[config.mk]
export PLATFORM = sky130hd
export DESIGN_NAME = fetch_top
export DESIGN_NICKNAME = d
export VERILOG_FILES = /design/src/hw/lc3b_isa_pkg.sv /design/src/hw/fetch_pkg.sv /design/src/hw/btb.sv /design/src/hw/pc_unit.sv /design/src/hw/ipacket_gen.sv /design/src/hw/if_stage.sv /design/src/hw/fetch_top.sv
export SDC_FILE = /design/constraint.sdc
export NUM_CORES = 1
export LEC_CHECK = 0
export BUFFER_PORTS_ARGS = -buffer_cell sky130_fd_sc_hd__buf_2
export CAP_MARGIN = 20
export CORE_UTILIZATION = 60
export DETAILED_ROUTE_END_ITERATION = 16
export PLACE_DENSITY_LB_ADDON = 0.15
export SLEW_MARGIN = 0
export SYNTH_ARGS = -nofsm -noshare
export SYNTH_HDL_FRONTEND = slang
export SYNTH_SLANG_ARGS = --single-unit
[constraint.sdc]
create_clock -name clk -period 4 [get_ports clk]
set_clock_uncertainty 0.05 [all_clocks]
set_input_delay 0.2 -clock clk [delete_from_list [all_inputs] [get_ports clk]]
set_output_delay 0.2 -clock clk [all_outputs]
set_load 0.005 [all_outputs]
[src/hw/lc3b_isa_pkg.sv]
`default_nettype none

package lc3b_isa_pkg;

	localparam int OPC_WIDTH = 4; // opcode field, inst[15:12]

	typedef logic [15:0] lc3b_word; // pc, target and instruction width

	// encodings follow the LC-3b opcode map
	typedef enum logic [OPC_WIDTH-1:0] {
		OP_BR   = 4'b0000,
		OP_ADD  = 4'b0001,
		OP_LDB  = 4'b0010,
		OP_STB  = 4'b0011,
		OP_JSR  = 4'b0100, // also jsrr
		OP_AND  = 4'b0101,
		OP_LDR  = 4'b0110,
		OP_STR  = 4'b0111,
		OP_RTI  = 4'b1000,
		OP_NOT  = 4'b1001,
		OP_LDI  = 4'b1010,
		OP_STI  = 4'b1011,
		OP_JMP  = 4'b1100, // also ret
		OP_SHF  = 4'b1101,
		OP_LEA  = 4'b1110,
		OP_TRAP = 4'b1111
	} lc3b_opcode_e;

	// opcodes that may change the fetch path
	function automatic logic is_ctrl_flow(lc3b_opcode_e opc);
		case (opc)
			OP_BR, OP_JMP, OP_JSR, OP_TRAP, OP_RTI: begin
				return 1'b1;
			end
			default: begin
				return 1'b0; // alu and memory ops fall through
			end
		endcase
	endfunction

endpackage : lc3b_isa_pkg

`default_nettype wire

[src/hw/fetch_pkg.sv]
`default_nettype none

package fetch_pkg;

	// first fetch after reset
	localparam lc3b_isa_pkg::lc3b_word RESET_PC = 16'h0000;

	// direct mapped btb geometry
	localparam int BTB_ENTRIES = 16;
	localparam int BTB_INDEX_W = 4;  // pc[4:1], halfword aligned
	localparam int BTB_TAG_W   = 11; // pc[15:5]

	// fetch control states
	typedef enum logic [1:0] {
		F_REQ  = 2'd0, // request on the bus
		F_WAIT = 2'd1, // one read in flight
		F_DROP = 2'd2  // in flight read went stale on flush
	} fetch_state_e;

endpackage : fetch_pkg

`default_nettype wire

[src/hw/btb.sv]
`timescale 1ns/1ps
`default_nettype none

module btb (
	input  logic                    clk,
	input  logic                    rst_n,

	// lookup side, from fetch
	input  lc3b_isa_pkg::lc3b_word  lookup_pc,
	output logic                    hit,
	output logic                    pred_taken,
	output lc3b_isa_pkg::lc3b_word  pred_target,

	// training side, from execute
	input  logic                    upd_valid,
	input  lc3b_isa_pkg::lc3b_word  upd_pc,
	input  lc3b_isa_pkg::lc3b_word  upd_target,
	input  logic                    upd_taken
);

	localparam int N  = fetch_pkg::BTB_ENTRIES;
	localparam int IW = fetch_pkg::BTB_INDEX_W;
	localparam int TW = fetch_pkg::BTB_TAG_W;

	logic [N-1:0]           valid_q;      // entry valid bits
	logic [N-1:0]           taken_q;      // last outcome per entry
	logic [TW-1:0]          tag_q [N];    // upper pc bits
	lc3b_isa_pkg::lc3b_word target_q [N]; // branch target

	logic [IW-1:0] rd_idx;
	logic [TW-1:0] rd_tag;
	logic [IW-1:0] wr_idx;
	logic [TW-1:0] wr_tag;

	// index skips bit 0, instructions are word aligned
	assign rd_idx = lookup_pc[IW:1];
	assign rd_tag = lookup_pc[15 -: TW];
	assign wr_idx = upd_pc[IW:1];
	assign wr_tag = upd_pc[15 -: TW];

	// combinational read, same cycle as the pc
	assign hit         = valid_q[rd_idx] && (tag_q[rd_idx] == rd_tag);
	assign pred_taken  = taken_q[rd_idx];  // qualified by hit in fetch
	assign pred_target = target_q[rd_idx];

	// valid bits, all entries empty out of reset
	always_ff @(posedge clk) begin
		if (!rst_n) begin
			valid_q <= '0;
		end else if (upd_valid) begin
			valid_q[wr_idx] <= 1'b1; // allocate or overwrite
		end
	end

	// entry payload, replaces whatever sat at the index
	always_ff @(posedge clk) begin
		if (upd_valid) begin
			tag_q[wr_idx]    <= wr_tag;
			target_q[wr_idx] <= upd_target;
			taken_q[wr_idx]  <= upd_taken;
		end
	end

endmodule : btb

`default_nettype wire

[src/hw/pc_unit.sv]
`timescale 1ns/1ps
`default_nettype none

module pc_unit (
	input  logic                    clk,
	input  logic                    rst_n,

	input  logic                    advance,        // response accepted
	input  logic                    redirect_valid, // flush from execute
	input  lc3b_isa_pkg::lc3b_word  redirect_pc,

	input  logic                    pred_use,       // btb hit and taken
	input  lc3b_isa_pkg::lc3b_word  pred_target,

	output lc3b_isa_pkg::lc3b_word  pc
);

	lc3b_isa_pkg::lc3b_word pc_q;
	lc3b_isa_pkg::lc3b_word pc_d;
	lc3b_isa_pkg::lc3b_word pc_plus2;

	assign pc_plus2 = pc_q + 16'd2; // sequential path

	// next pc select, redirect wins over everything
	always_comb begin
		pc_d = pc_q; // hold while waiting or stalled
		if (redirect_valid) begin
			pc_d = redirect_pc;
		end else if (advance) begin
			if (pred_use) begin
				pc_d = pred_target; // follow the prediction
			end else begin
				pc_d = pc_plus2;
			end
		end
	end

	always_ff @(posedge clk) begin
		if (!rst_n) begin
			pc_q <= fetch_pkg::RESET_PC;
		end else begin
			pc_q <= pc_d;
		end
	end

	assign pc = pc_q;

endmodule : pc_unit

`default_nettype wire

[src/hw/ipacket_gen.sv]
`timescale 1ns/1ps
`default_nettype none

module ipacket_gen (
	input  logic                    clk,
	input  logic                    rst_n,

	input  logic                    load,  // capture this cycle
	input  logic                    flush, // drop pending entry
	input  lc3b_isa_pkg::lc3b_word  pc,
	input  lc3b_isa_pkg::lc3b_word  inst,
	input  logic                    pred_taken,
	input  lc3b_isa_pkg::lc3b_word  pred_target,
	output logic                    full,

	// to decode
	output logic                    pkt_valid,
	input  logic                    pkt_ready,
	output lc3b_isa_pkg::lc3b_word  pkt_pc,
	output lc3b_isa_pkg::lc3b_word  pkt_inst,
	output logic                    pkt_branch,
	output logic                    pkt_pred_taken,
	output lc3b_isa_pkg::lc3b_word  pkt_pred_target
);

	lc3b_isa_pkg::lc3b_opcode_e opcode;
	logic                       is_branch;

	logic                   valid_q;
	lc3b_isa_pkg::lc3b_word pc_q;
	lc3b_isa_pkg::lc3b_word inst_q;
	logic                   branch_q;
	logic                   pred_taken_q;
	lc3b_isa_pkg::lc3b_word pred_target_q;

	assign opcode    = lc3b_isa_pkg::lc3b_opcode_e'(inst[15 -: lc3b_isa_pkg::OPC_WIDTH]);
	assign is_branch = lc3b_isa_pkg::is_ctrl_flow(opcode); // br/jmp/jsr/trap/rti

	// occupancy, flush beats a same cycle load
	always_ff @(posedge clk) begin
		if (!rst_n) begin
			valid_q <= 1'b0;
		end else if (flush) begin
			valid_q <= 1'b0;
		end else if (load) begin
			valid_q <= 1'b1;
		end else if (pkt_ready) begin
			valid_q <= 1'b0; // handed to decode
		end
	end

	// payload only moves on load, so it is stable while held
	always_ff @(posedge clk) begin
		if (load) begin
			pc_q          <= pc;
			inst_q        <= inst;
			branch_q      <= is_branch;
			pred_taken_q  <= pred_taken;
			pred_target_q <= pred_target;
		end
	end

	assign full            = valid_q;
	assign pkt_valid       = valid_q;
	assign pkt_pc          = pc_q;
	assign pkt_inst        = inst_q;
	assign pkt_branch      = branch_q;
	assign pkt_pred_taken  = pred_taken_q;
	assign pkt_pred_target = pred_target_q;

endmodule : ipacket_gen

`default_nettype wire

[src/hw/if_stage.sv]
`timescale 1ns/1ps
`default_nettype none

module if_stage (
	input  logic                    clk,
	input  logic                    rst_n,

	// instruction memory
	output logic                    imem_req_valid,
	input  logic                    imem_req_ready,
	output lc3b_isa_pkg::lc3b_word  imem_req_addr,
	input  logic                    imem_rsp_valid,
	input  lc3b_isa_pkg::lc3b_word  imem_rsp_data,

	// flush from execute
	input  logic                    redirect_valid,
	input  lc3b_isa_pkg::lc3b_word  redirect_pc,

	// btb lookup
	output lc3b_isa_pkg::lc3b_word  lookup_pc,
	input  logic                    btb_hit,
	input  logic                    btb_pred_taken,
	input  lc3b_isa_pkg::lc3b_word  btb_pred_target,

	// packet to decode
	output logic                    pkt_valid,
	input  logic                    pkt_ready,
	output lc3b_isa_pkg::lc3b_word  pkt_pc,
	output lc3b_isa_pkg::lc3b_word  pkt_inst,
	output logic                    pkt_branch,
	output logic                    pkt_pred_taken,
	output lc3b_isa_pkg::lc3b_word  pkt_pred_target
);

	fetch_pkg::fetch_state_e state_q;
	fetch_pkg::fetch_state_e state_d;

	lc3b_isa_pkg::lc3b_word pc;
	logic                   pkt_full;
	logic                   req_fire;
	logic                   rsp_take;  // good response, becomes a packet
	logic                   pred_use;

	// no request while decode holds a packet
	assign imem_req_valid = (state_q == fetch_pkg::F_REQ) && (!pkt_full || pkt_ready);
	assign imem_req_addr  = pc;
	assign req_fire       = imem_req_valid && imem_req_ready;

	assign rsp_take = (state_q == fetch_pkg::F_WAIT) && imem_rsp_valid && !redirect_valid;
	assign lookup_pc = pc; // pc holds the fetched address until the response
	assign pred_use  = btb_hit && btb_pred_taken;

	always_comb begin
		state_d = state_q;
		case (state_q)
			fetch_pkg::F_REQ: begin
				if (req_fire) begin
					// a request leaving with a redirect is already stale
					state_d = redirect_valid ? fetch_pkg::F_DROP : fetch_pkg::F_WAIT;
				end
			end
			fetch_pkg::F_WAIT: begin
				if (imem_rsp_valid) begin
					state_d = fetch_pkg::F_REQ; // taken or discarded
				end else if (redirect_valid) begin
					state_d = fetch_pkg::F_DROP;
				end
			end
			fetch_pkg::F_DROP: begin
				if (imem_rsp_valid) begin
					state_d = fetch_pkg::F_REQ; // stale word thrown away
				end
			end
			default: begin
				state_d = fetch_pkg::F_REQ;
			end
		endcase
	end

	always_ff @(posedge clk) begin
		if (!rst_n) begin
			state_q <= fetch_pkg::F_REQ;
		end else begin
			state_q <= state_d;
		end
	end

	pc_unit i_pc_unit (
		.clk            (clk),
		.rst_n          (rst_n),
		.advance        (rsp_take),
		.redirect_valid (redirect_valid),
		.redirect_pc    (redirect_pc),
		.pred_use       (pred_use),
		.pred_target    (btb_pred_target),
		.pc             (pc)
	);

	ipacket_gen i_ipacket_gen (
		.clk             (clk),
		.rst_n           (rst_n),
		.load            (rsp_take),
		.flush           (redirect_valid),
		.pc              (pc),
		.inst            (imem_rsp_data),
		.pred_taken      (pred_use),
		.pred_target     (btb_pred_target),
		.full            (pkt_full),
		.pkt_valid       (pkt_valid),
		.pkt_ready       (pkt_ready),
		.pkt_pc          (pkt_pc),
		.pkt_inst        (pkt_inst),
		.pkt_branch      (pkt_branch),
		.pkt_pred_taken  (pkt_pred_taken),
		.pkt_pred_target (pkt_pred_target)
	);

endmodule : if_stage

`default_nettype wire

[src/hw/fetch_top.sv]
`timescale 1ns/1ps
`default_nettype none

module fetch_top (
	input  logic                    clk,
	input  logic                    rst_n,

	output logic                    imem_req_valid,
	input  logic                    imem_req_ready,
	output lc3b_isa_pkg::lc3b_word  imem_req_addr,
	input  logic                    imem_rsp_valid,
	input  lc3b_isa_pkg::lc3b_word  imem_rsp_data,

	input  logic                    redirect_valid, // one cycle pulse
	input  lc3b_isa_pkg::lc3b_word  redirect_pc,

	input  logic                    upd_valid,      // btb training
	input  lc3b_isa_pkg::lc3b_word  upd_pc,
	input  lc3b_isa_pkg::lc3b_word  upd_target,
	input  logic                    upd_taken,

	output logic                    pkt_valid,
	input  logic                    pkt_ready,
	output lc3b_isa_pkg::lc3b_word  pkt_pc,
	output lc3b_isa_pkg::lc3b_word  pkt_inst,
	output logic                    pkt_branch,
	output logic                    pkt_pred_taken,
	output lc3b_isa_pkg::lc3b_word  pkt_pred_target
);

	lc3b_isa_pkg::lc3b_word lookup_pc;
	logic                   btb_hit;
	logic                   btb_pred_taken;
	lc3b_isa_pkg::lc3b_word btb_pred_target;

	if_stage i_if_stage (
		.clk             (clk),
		.rst_n           (rst_n),
		.imem_req_valid  (imem_req_valid),
		.imem_req_ready  (imem_req_ready),
		.imem_req_addr   (imem_req_addr),
		.imem_rsp_valid  (imem_rsp_valid),
		.imem_rsp_data   (imem_rsp_data),
		.redirect_valid  (redirect_valid),
		.redirect_pc     (redirect_pc),
		.lookup_pc       (lookup_pc),
		.btb_hit         (btb_hit),
		.btb_pred_taken  (btb_pred_taken),
		.btb_pred_target (btb_pred_target),
		.pkt_valid       (pkt_valid),
		.pkt_ready       (pkt_ready),
		.pkt_pc          (pkt_pc),
		.pkt_inst        (pkt_inst),
		.pkt_branch      (pkt_branch),
		.pkt_pred_taken  (pkt_pred_taken),
		.pkt_pred_target (pkt_pred_target)
	);

	btb i_btb (
		.clk         (clk),
		.rst_n       (rst_n),
		.lookup_pc   (lookup_pc),
		.hit         (btb_hit),
		.pred_taken  (btb_pred_taken),
		.pred_target (btb_pred_target),
		.upd_valid   (upd_valid),
		.upd_pc      (upd_pc),
		.upd_target  (upd_target),
		.upd_taken   (upd_taken)
	);

endmodule : fetch_top

`default_nettype wire

==> results.yml <==
critical_path:
  cp_num_buf_inv: 2
  crit_type: "reg -> reg"
  cp_top_family: "simple AND/OR/NAND/NOR gates"
  reg2reg_depth: 11
  end_kind: "flip-flop"
  crit_fanout: 22
  slowest_stage: "or4_1"
  required_ns: 4.43
  critPathLaunchType: "flip-flop"
  path_cells: "buf_12, buf_4, mux4_2, a22oi_1, nand3_1, xor2_1, or3_1, or4_1, mux2i_1, a211o_1, a21oi_1"
  ff2ff_setup_slack_ns: 0.30
  max_stage_delay_ns: 0.65
  worstPathArrival_ns: 4.13
synth:
  ys.flop_type: "edfxtp_1"
  syn_area_mm2: 0.0207
  synth_area_leader_cell: "edfxtp_1"
  synth_cells: 1038
  synth_seq_cells: 537
  yosys-top-cells-area: "edfxtp_1, mux4_2, dfxtp_1"
  synth_top_area_share_pct: 72.2
  ys_seq_area_share_pct: 76.0
  synth_area_per_cell_um2: 20.0
  synthArstFlopShare_pct: 0
  synth_cell_types: 60
  syn_nets: 1111
  ys_warn_count: 0
  yosysMostFrequentCell: "edfxtp_1"
  ys_top_cells_by_count: "edfxtp_1, mux4_2, nor2_1"
  synth_edf_count: 498
drt:
  dr.pass1.iters: 5
  dr_total_vias: 11100
  drtIter0Drc: 1186
  routed_via_density: 6.27
  ant_nets: 0
  drt-total-wl_um: 47000
  drc: 0
  avgRoutedWirePerCell_um: 26.5
global_route:
  grt_pass1_vias: 11200
  grt_pass1_wl_um: 70300
  grtUsageTotal_pct: 27.6
  overflow: 0
  antenna_found_initial: 0
  grt_max_degree: 46
placed_design:
  place_inst: 1605
  pre_cts_ws_ns: 0.302
  port_buffers: 138
  dp_hpwl_um: 26400
  gp_congestion: 0.840
clocking:
  root_buffer: "clkbuf_16"
  cts_max_level: 2
  cts_setup_buffers: 0
  clk_latency_ns: 0.59
  cts_tree: "built"
  cts.sinks: 537
  cts_buffers: 51
  path_clk_slew_ns: 0.06
  cts_resized: 0
  cts.path.max_buffers: 3
die:
  die-area_mm2: 0.0353
  coreArea_mm2: 0.0338
  die_h_um: 188
  start_util_pct: 61.3
  rows: 67
  die_width_um: 188
  ioPinCount: 140
min_path:
  hold_path_startpoint: "redirect_valid"
  min_path_cells: 3
  hold_path.class: "in -> reg"
sta:
  relSlewSlack_pct: 34.0
  setup_violations: 0
  rsz0062_at_grt: "no"
  fmax_ghz: 0.270
  worst_pin_slew_ns: 0.987
  fin_setup_tns_ns: 0
  setup_ws_ns: 0.297
  period_needed_ns: 3.70
  maxSlewViolCount: 0
  fin_crit_sh_pct: 92.6
  hold_slack_ns: 0.0403
  hold_viol: 0
final_layout:
  nets: 1355
  instances_no_fill: 1772
  fill_cells: 2022
  num_antenna_cells: 0
  drive_gt1_share_pct: 30.5
  syn_to_final_growth_pct: 18.3
power_and_ir_drop:
  powerDensity_mw_per_mm2: 489
  peakVddDrop_mv: 0.532
  finalPower_mw: 12.0
  power.leakage_nw: 8.03
job:
  max_cap_violations: 0
run_status:
  status: "complete, no violations"
routing by layer:
layer,global-route usage [%],vias to the layer above,routed length (um),part of all wire (%)
li1,-,4749,-,-
met1,39.1,5716,18800,40
met2,44.3,532,23300,50
met3,4.40,112,3390,7.2
met4,9.38,0,1470,3.1
met5,0,-,0,0
final cells by class:
class                           instances  area (um2)  area share (%)
Timing Repair Buffer                  244        1690            6.90
Clock buffer                           62        1340            5.46
Tap cell                              448         561            2.29
Multi-Input combinational cell        443        4810            19.6
Inverter                                5        18.8          0.0766
Clock inverter                         33         338            1.38
Sequential cell                       537       15700            64.3
flip-flops by register name, indices dropped and copies added (netlist names), named ones only:
signal / flops
i_btb.tag_q: 176
i_btb.taken_q: 16
i_btb.target_q: 256
i_btb.valid_q: 16
i_if_stage.i_ipacket_gen.full: 1
i_if_stage.i_ipacket_gen.pkt_branch: 1
i_if_stage.i_ipacket_gen.pkt_inst: 16
i_if_stage.i_ipacket_gen.pkt_pc: 16
i_if_stage.i_ipacket_gen.pkt_pred_taken: 1
i_if_stage.i_ipacket_gen.pkt_pred_target: 16
i_if_stage.i_pc_unit.pc: 16
i_if_stage.state_q: 2
what timing repair did:
| action | 4_1_cts | 5_1_grt |
|---|---|---|
| setup endpoints to repair | 0 | 0 |
| endpoints found under the hold margin | 487 | 0 |
| hold buffers | 72 | 0 |
worst max path at each step:
stage | from | end | slack [ns] | cells after the start
CTS | flip-flop | flip-flop | 0.27 | 8
finish | flip-flop | flip-flop | 0.30 | 11
floorplan | i_if_stage.state_q[0] | i_if_stage.i_pc_unit.pc[10] | 0.52 | 5
global route | flip-flop | i_if_stage.i_pc_unit.pc[6] | 0.11 | 8
detailed placement | flip-flop | flip-flop | 0.30 | 8
global placement | flip-flop | flip-flop | 0.33 | 8
worst reg2reg max path, cell delays in order, from the launching register on:
cell,delay [ns]
dfxtp_4,0.62
buf_12,0.24
buf_4,0.19
mux4_2,0.30
a22oi_1,0.21
nand3_1,0.17
xor2_1,0.19
or3_1,0.31
or4_1,0.65
mux2i_1,0.20
a211o_1,0.31
a21oi_1,0.18
stage by stage:
| stage | util [%] | cell area, um2 |
|---|---|---|
| 6_report | 72.5 | 24500 |
| 3_5_place_dp | 65.4 | 22100 |
| 3_3_place_gp | 65.4 | 22100 |
| 5_1_grt | 72.5 | 24500 |
| 4_1_cts | 72.5 | 24500 |
| 2_1_floorplan | - | 20700 |
cell usage in the layout (no fill, tap or decap), types with 9 or more instances in the layout:
| cell | count |
|---|---|
| edfxtp_1 | 498 |
| buf_2 | 138 |
| mux4_2 | 119 |
| dlygate4sd3_1 | 72 |
| clkbuf_16 | 51 |
| nor2_1 | 47 |
| nand2_1 | 41 |
| dfxtp_1 | 36 |
| buf_4 | 32 |
| o21ai_0 | 25 |
| mux2i_1 | 21 |
| a21oi_1 | 21 |
| nand3_1 | 18 |
| clkinv_1 | 14 |
| nor2_4 | 13 |
| xor2_1 | 12 |
| mux2_2 | 10 |
| clkbuf_1 | 9 |
logic make-up after synthesis:
kind of cell	Yosys count	share of synthesized area, %
muxes	150	14.5
AOI/OAI and AO/OA	94	3.10
DFF	537	76.0
buffers and inverters	58	1.38
xor gates and xnor gates	17	0.719
and+or+nand+nor	181	4.27
adders and majority gates	1	0.0604
power by group:
| part | internal [mW] | leakage (nW) | switching (mW) | total (mW) |
|---|---|---|---|---|
| combinational | 0.373 | 2.39 | 0.417 | 0.790 |
| clock | 2.83 | 0.824 | 2.01 | 4.84 |
| sequential | 6.26 | 4.82 | 0.0943 | 6.35 |
| total | 9.46 | 8.03 | 2.52 | 12.0 |
Power figures use the tool's default switching activity.
